**src/logic/board_io_config.svh**
```systemverilog
`ifndef BOARD_IO_CONFIG_SVH
`define BOARD_IO_CONFIG_SVH

// board resources
`define BOARD_IO_N_SWITCHES 10
`define BOARD_IO_N_KEYS 2
`define BOARD_IO_N_LEDS 10
`define BOARD_IO_N_DIGITS 6

// clocks an input must hold before it is accepted
`define BOARD_IO_DEBOUNCE_CYCLES 16

// register bus
`define BOARD_IO_ADDR_W 8
`define BOARD_IO_DATA_W 32

`endif

```
**src/logic/board_io_pkg.sv**
```systemverilog
`include "board_io_config.svh"

package board_io_pkg;

    // register word addresses
    typedef enum logic [`BOARD_IO_ADDR_W-1:0] {
        REG_SWITCHES = 8'h00,
        REG_KEYS     = 8'h04,
        REG_LEDS     = 8'h08,
        REG_HEX      = 8'h0C,
        REG_BLANK    = 8'h10
    } io_reg_e;

    // one hex digit value
    typedef logic [3:0] hex_nibble_t;

    // active-low segments, g down to a
    typedef logic [6:0] segments_t;

endpackage

```
**src/logic/io_bus_if.sv**
```systemverilog
`timescale 1ns/1ps
`include "board_io_config.svh"

interface io_bus_if;

    logic [`BOARD_IO_ADDR_W-1:0] addr;
    logic [`BOARD_IO_DATA_W-1:0] wdata;
    logic                        wr;
    logic                        rd;
    logic [`BOARD_IO_DATA_W-1:0] rdata;

    // processor side
    modport master (
        output addr,
        output wdata,
        output wr,
        output rd,
        input  rdata
    );

    // register file side
    modport slave (
        input  addr,
        input  wdata,
        input  wr,
        input  rd,
        output rdata
    );

endinterface

```
**src/logic/input_debouncer.sv**
```systemverilog
`timescale 1ns/1ps
`include "board_io_config.svh"

module input_debouncer #(
    parameter int WIDTH = 1
) (
    input  logic             clk,
    input  logic             rst_n,
    input  logic [WIDTH-1:0] raw,
    output logic [WIDTH-1:0] stable
);

    localparam int CNT_W = $clog2(`BOARD_IO_DEBOUNCE_CYCLES);
    localparam logic [CNT_W-1:0] CNT_LAST = CNT_W'(`BOARD_IO_DEBOUNCE_CYCLES - 1);

    logic [WIDTH-1:0] sync_meta;
    logic [WIDTH-1:0] sync_q;
    logic [CNT_W-1:0] stable_cnt [WIDTH];

    // two-flop synchronizer
    always_ff @(posedge clk) begin
        if (!rst_n) begin
            sync_meta <= '0;
            sync_q    <= '0;
        end else begin
            sync_meta <= raw;
            sync_q    <= sync_meta;
        end
    end

    // counter runs only while the synced bit disagrees with stable
    always_ff @(posedge clk) begin
        if (!rst_n) begin
            stable <= '0;
            for (int i = 0; i < WIDTH; i++) begin
                stable_cnt[i] <= '0;
            end
        end else begin
            for (int i = 0; i < WIDTH; i++) begin
                if (sync_q[i] == stable[i]) begin
                    stable_cnt[i] <= '0;
                end else if (stable_cnt[i] == CNT_LAST) begin
                    // held long enough, accept it
                    stable[i]     <= sync_q[i];
                    stable_cnt[i] <= '0;
                end else begin
                    stable_cnt[i] <= stable_cnt[i] + 1'b1;
                end
            end
        end
    end

endmodule

```
**src/logic/io_reg_file.sv**
```systemverilog
`timescale 1ns/1ps
`include "board_io_config.svh"

module io_reg_file (
    input  logic                             clk,
    input  logic                             rst_n,
    io_bus_if.slave                          bus,
    input  logic [`BOARD_IO_N_SWITCHES-1:0]  switches,
    input  logic [`BOARD_IO_N_KEYS-1:0]      keys,
    output logic [`BOARD_IO_N_LEDS-1:0]      leds,
    output logic [4*`BOARD_IO_N_DIGITS-1:0]  hex_value,
    output logic [`BOARD_IO_N_DIGITS-1:0]    blank
);

    import board_io_pkg::*;

    localparam int DATA_W = `BOARD_IO_DATA_W;
    localparam int HEX_W  = 4 * `BOARD_IO_N_DIGITS;

    io_reg_e           reg_addr;
    logic [DATA_W-1:0] rd_mux;

    assign reg_addr = io_reg_e'(bus.addr);

    // register writes
    always_ff @(posedge clk) begin
        if (!rst_n) begin
            leds      <= '0;
            hex_value <= '0;
            // displays start dark
            blank     <= '1;
        end else if (bus.wr) begin
            case (reg_addr)
                REG_LEDS: begin
                    leds <= bus.wdata[`BOARD_IO_N_LEDS-1:0];
                end
                REG_HEX: begin
                    hex_value <= bus.wdata[HEX_W-1:0];
                end
                REG_BLANK: begin
                    blank <= bus.wdata[`BOARD_IO_N_DIGITS-1:0];
                end
                default: begin
                    // read-only or unmapped, write dropped
                end
            endcase
        end
    end

    // read data select, unused bits zero
    always_comb begin
        case (reg_addr)
            REG_SWITCHES: begin
                rd_mux = {{(DATA_W - `BOARD_IO_N_SWITCHES){1'b0}}, switches};
            end
            REG_KEYS: begin
                rd_mux = {{(DATA_W - `BOARD_IO_N_KEYS){1'b0}}, keys};
            end
            REG_LEDS: begin
                rd_mux = {{(DATA_W - `BOARD_IO_N_LEDS){1'b0}}, leds};
            end
            REG_HEX: begin
                rd_mux = {{(DATA_W - HEX_W){1'b0}}, hex_value};
            end
            REG_BLANK: begin
                rd_mux = {{(DATA_W - `BOARD_IO_N_DIGITS){1'b0}}, blank};
            end
            default: begin
                rd_mux = '0;
            end
        endcase
    end

    // rdata holds until the next read strobe
    always_ff @(posedge clk) begin
        if (!rst_n) begin
            bus.rdata <= '0;
        end else if (bus.rd) begin
            bus.rdata <= rd_mux;
        end
    end

endmodule

```
**src/logic/seven_seg_digit.sv**
```systemverilog
`timescale 1ns/1ps

module seven_seg_digit (
    input  logic                     clk,
    input  logic                     rst_n,
    input  board_io_pkg::hex_nibble_t value,
    input  logic                     blank,
    output board_io_pkg::segments_t   seg
);

    import board_io_pkg::*;

    segments_t pattern;

    // active low, bit 6 is g and bit 0 is a
    always_comb begin
        case (value)
            4'h0: pattern = 7'b1000000;
            4'h1: pattern = 7'b1111001;
            4'h2: pattern = 7'b0100100;
            4'h3: pattern = 7'b0110000;
            4'h4: pattern = 7'b0011001;
            4'h5: pattern = 7'b0010010;
            4'h6: pattern = 7'b0000010;
            4'h7: pattern = 7'b1111000;
            4'h8: pattern = 7'b0000000;
            4'h9: pattern = 7'b0010000;
            4'hA: pattern = 7'b0001000;
            4'hB: pattern = 7'b0000011;
            4'hC: pattern = 7'b1000110;
            4'hD: pattern = 7'b0100001;
            4'hE: pattern = 7'b0000110;
            default: pattern = 7'b0001110;
        endcase
    end

    // all segments off when blanked
    always_ff @(posedge clk) begin
        if (!rst_n || blank) begin
            seg <= '1;
        end else begin
            seg <= pattern;
        end
    end

endmodule

```
**src/logic/board_io_top.sv**
```systemverilog
`timescale 1ns/1ps
`include "board_io_config.svh"

module board_io_top (
    input  logic                            clk,
    input  logic                            rst_n,

    input  logic [`BOARD_IO_N_SWITCHES-1:0] sw,
    input  logic [`BOARD_IO_N_KEYS-1:0]     key,

    input  logic [`BOARD_IO_ADDR_W-1:0]     bus_addr,
    input  logic [`BOARD_IO_DATA_W-1:0]     bus_wdata,
    input  logic                            bus_wr,
    input  logic                            bus_rd,
    output logic [`BOARD_IO_DATA_W-1:0]     bus_rdata,

    output logic [`BOARD_IO_N_LEDS-1:0]     ledr,
    output logic [7:0]                      hex0,
    output logic [7:0]                      hex1,
    output logic [7:0]                      hex2,
    output logic [7:0]                      hex3,
    output logic [7:0]                      hex4,
    output logic [7:0]                      hex5
);

    import board_io_pkg::*;

    localparam int N_IN = `BOARD_IO_N_SWITCHES + `BOARD_IO_N_KEYS;

    logic [N_IN-1:0]                     raw_in;
    logic [N_IN-1:0]                     clean_in;
    logic [4*`BOARD_IO_N_DIGITS-1:0]     hex_value;
    logic [`BOARD_IO_N_DIGITS-1:0]       blank;
    segments_t                           digit_seg [`BOARD_IO_N_DIGITS];

    // keys are active low, pressed reads as 1
    assign raw_in = {~key, sw};

    io_bus_if io_bus_if_i ();

    // master side driven straight from the board bus pins
    assign io_bus_if_i.addr  = bus_addr;
    assign io_bus_if_i.wdata = bus_wdata;
    assign io_bus_if_i.wr    = bus_wr;
    assign io_bus_if_i.rd    = bus_rd;
    assign bus_rdata         = io_bus_if_i.rdata;

    input_debouncer #(
        .WIDTH (N_IN)
    ) input_debouncer_i (
        .clk    (clk),
        .rst_n  (rst_n),
        .raw    (raw_in),
        .stable (clean_in)
    );

    io_reg_file io_reg_file_i (
        .clk       (clk),
        .rst_n     (rst_n),
        .bus       (io_bus_if_i.slave),
        .switches  (clean_in[`BOARD_IO_N_SWITCHES-1:0]),
        .keys      (clean_in[N_IN-1:`BOARD_IO_N_SWITCHES]),
        .leds      (ledr),
        .hex_value (hex_value),
        .blank     (blank)
    );

    // one decoder per nibble, digit 0 is the low nibble
    for (genvar d = 0; d < `BOARD_IO_N_DIGITS; d++) begin : gen_digit
        seven_seg_digit seven_seg_digit_i (
            .clk   (clk),
            .rst_n (rst_n),
            .value (hex_value[4*d +: 4]),
            .blank (blank[d]),
            .seg   (digit_seg[d])
        );
    end

    // decimal points unused, held dark
    assign hex0 = {1'b1, digit_seg[0]};
    assign hex1 = {1'b1, digit_seg[1]};
    assign hex2 = {1'b1, digit_seg[2]};
    assign hex3 = {1'b1, digit_seg[3]};
    assign hex4 = {1'b1, digit_seg[4]};
    assign hex5 = {1'b1, digit_seg[5]};

endmodule

```
**config.mk**
```make
export PLATFORM = sky130hd
export DESIGN_NAME = board_io_top
export DESIGN_NICKNAME = d
export VERILOG_FILES = /design/src/logic/board_io_pkg.sv /design/src/logic/io_bus_if.sv /design/src/logic/input_debouncer.sv /design/src/logic/io_reg_file.sv /design/src/logic/seven_seg_digit.sv /design/src/logic/board_io_top.sv
export VERILOG_INCLUDE_DIRS = /design/src /design/src/logic
export SDC_FILE = /design/constraint.sdc
export NUM_CORES = 1
export LEC_CHECK = 0
export BUFFER_PORTS_ARGS = -buffer_cell sky130_fd_sc_hd__buf_2
export CAP_MARGIN = 20
export CORE_ASPECT_RATIO = 1.2
export CORE_MARGIN = 1
export CORE_UTILIZATION = 38
export DETAILED_ROUTE_END_ITERATION = 8
export GPL_ROUTABILITY_DRIVEN = 0
export PLACE_DENSITY = 0.65
export SYNTH_ARGS = -nofsm -noshare
export SYNTH_HDL_FRONTEND = slang
export SYNTH_SLANG_ARGS = --single-unit
```
**constraint.sdc**
```tcl
create_clock -name clk -period 1.3 [get_ports clk]
set_clock_uncertainty 0.1 [all_clocks]
set_input_delay 0.26 -clock clk [delete_from_list [all_inputs] [get_ports clk]]
set_output_delay 0.26 -clock clk [all_outputs]
set_load 0.1 [all_outputs]
```
==> flow_summary.yaml <==
yosys:
  syn_area_per_cell_um2: 10.1
  synth-main-ff-cell: "dfxtp_1"
  synthCells: 868
  yosysTopAreaCellShare_pct: 32.4
  synth.area.top_cells: "dfxtp_1, edfxtp_1, mux2i_1, ha_1, xor2_1"
  ys_types: 40
  ys_seq_area_share_pct: 48.8
  synth-seq-cells: 190
  syn_area_um2: 8780
  yosysTopAreaCell: "dfxtp_1"
  async_flop_share_pct: 0
  synth_edf_count: 48
  yosys_warnings: 0
clock_tree:
  cts_root_buffer: "clkbuf_16"
  cts_made_buffers: 17
  clk_path_buf_depth: 2
  htree_num_levels: 4
  cts_sinks: 190
  clock_latency_ns: 0.43
  clk_pin_slew_worst_paths_ns: 0.07
  cts_tree: "yes"
power:
  peakVddDrop_mv: 0.909
  power_leakage_nw: 5.76
  powerDensity_nw_per_um2: 908
setup_path:
  critPathTopFamily: "flip-flops"
  crit_path_end: "ledr[3]"
  crit_cells: 1
  crit_fanout: 2
  cp-end-kind: "primary output"
  r2r-start: "io_reg_file_i.hex_value[21]"
  startpoint_type: "flip-flop"
  path_class: "flip-flop to primary output"
  cpPeakStageDelay_ns: 0.38
  path_cells: "buf_12"
  r2r_end: "gen_digit[5].seven_seg_digit_i.seg[0]"
  required_ns: 0.94
  cp_num_buf_inv: 1
  r2r_cells: 5
  rrSetupSlack_ns: -0.02
  worst_path_max_delay_cell: "dfxtp_4"
  crit_arrival_ns: 0.99
  setup.worst_path.start: "io_reg_file_i.leds[3]"
job:
  cap_violations: 0
placement:
  port_buffers: 123
  placed_area_um2: 11700
  dp_hpwl_um: 15500
  pre_cts_ws_ns: -0.174
sta:
  grt_setup_unrepaired: "yes"
  setup_ws_ns: -0.0547
  fmaxAchievable_mhz: 738
  min_period_ns: 1.35
  fin_crit_sh_pct: 104
  slew_viol_final: 0
  hold_viol: 0
  setup_violations: 73
floorplanning:
  die_h_um: 168
  dieArea_um2: 23700
  initial_core_util_pct: 39.0
  die_width_um: 141
  rows: 60
  core-area_um2: 22500
  ios: 146
routing:
  wirelength_um: 22100
  viasPerCell: 4.94
  firstDrtPassIters: 5
  vias: 7161
  drcViolationCount: 0
  drt_iter0_drc: 400
  ant_nets: 0
  wl_per_cell_um: 15.2
final_layout:
  layout_commonest_cell: "buf_4"
  area_growth_syn_to_layout_pct: 55.1
  nNetsFinal: 1260
  utilization_pct: 60.5
  fillers: 1755
  drive_gt1_share_pct: 42.3
  layout_common_cells: "buf_4, buf_12, nand2_1"
  stdcell_area_um2: 13600
outcome:
  violations: "negative setup slack"
  status: "finished with violations"
global_routing:
  antenna_found_initial: 3
  grtUsageTotal_pct: 18.4
  grt_max_degree: 33
  grt_pass1_wl_um: 34100
  grt_overflow: 0
  grt_pass1_vias: 6966
min_path:
  hold_path_class: "input pin to flip-flop"
state kept, by name (all words and copies together), names as in the netlist:
signal and count:
input_debouncer_i.sync_q 12, input_debouncer_i.stable_cnt 48, io_reg_file_i.leds 10, gen_digit.seven_seg_digit_i.seg 42
io_reg_file_i.blank 6, io_reg_file_i.hex_value 24, input_debouncer_i.stable 12, io_reg_file_i.bus.rdata 24
input_debouncer_i.sync_meta 12
worst min path at each step:
stage / start / to / depth (start not counted)
final: bus_wdata[1] / io_reg_file_i.leds[1] / 3
after global routing: bus_wdata[1] / io_reg_file_i.hex_value[1] / 3
after CTS: bus_wdata[1] / io_reg_file_i.leds[1] / 3
after detailed placement: input_debouncer_i.sync_meta[3] / input_debouncer_i.sync_q[3] / 1
after global placement: input_debouncer_i.sync_meta[3] / input_debouncer_i.sync_q[3] / 1
after floorplan: key[1] / input_debouncer_i.sync_meta[11] / 1
kinds of logic after synthesis:
| family | Yosys count | share of synthesized area, % |
|---|---|---|
| AND/OR/NAND/NOR | 314 | 17.7 |
| flip-flops | 190 | 48.8 |
| buffers and inverters | 99 | 5.17 |
| AO/OA/AOI/OAI | 93 | 7.70 |
| multiplexers | 86 | 10.1 |
| adder cells (fa/ha/maj) | 48 | 6.84 |
| XOR/XNOR | 36 | 3.59 |
| other | 2 | 0.0856 |
area by class of cell:
type                    count  area, um^2  area share [%]
diodes                      2        5.00          0.0368
clock buffers              22         517            3.80
clock inverters            10        95.1           0.698
inverters                  37         174            1.28
multi-input cells         639        4930            36.2
flip-flops and latches    190        4490            33.0
well taps                 279         349            2.56
repair buffers            271        3060            22.5
through the flow:
stage / cells / setup TNS, ns / hold WS, ns / total power [mW]
after detailed placement: 1369 / -9.98 / 0.321 / 7.11
final: 1450 / -1.60 / 0.0123 / 12.4
after global routing: 1448 / -4.82 / 0.0133 / 12.8
after CTS: 1445 / -2.92 / 0.00308 / 12.4
after floorplan: 928 / -1.81 / 0.227 / 6.86
after global placement: 1369 / -8.33 / 0.318 / 7.10
cells in the mapped netlist (22+ instances only):
cell type	n
ha_1	48
nor2_1	77
clkbuf_1	35
and2_1	23
mux2_2	22
mux2i_1	64
nand2_1	82
edfxtp_1	48
inv_1	37
o311ai_0	30
nand3_1	48
xor2_1	36
dfxtp_1	142
layer usage:
layer | vias up | share of wire (%) | track usage [%]
met1 | 3407 | 40 | 21.1
met4 | 2 | 2.6 | 7.33
li1 | 3514 | - | -
met3 | 39 | 5.3 | 4.58
met2 | 199 | 52 | 32.8
met5 | - | 0.045 | 0
report_power, final:
part	total (mW)	switching, mW	internal (mW)
clock	5.33	2.29	3.04
combinational	0.881	0.532	0.350
sequential	6.15	0.0709	6.08
total	12.4	2.89	9.47
repair_timing:
action,4_1_cts,5_1_grt
endpoints found under the setup margin,119,152
buffers inserted,14,5
gates resized for setup,136,132
endpoints found under the hold margin,32,0
pin swaps,7,43
hold buffers,30,0
No activity file was read; power rests on OpenSTA's default activity.
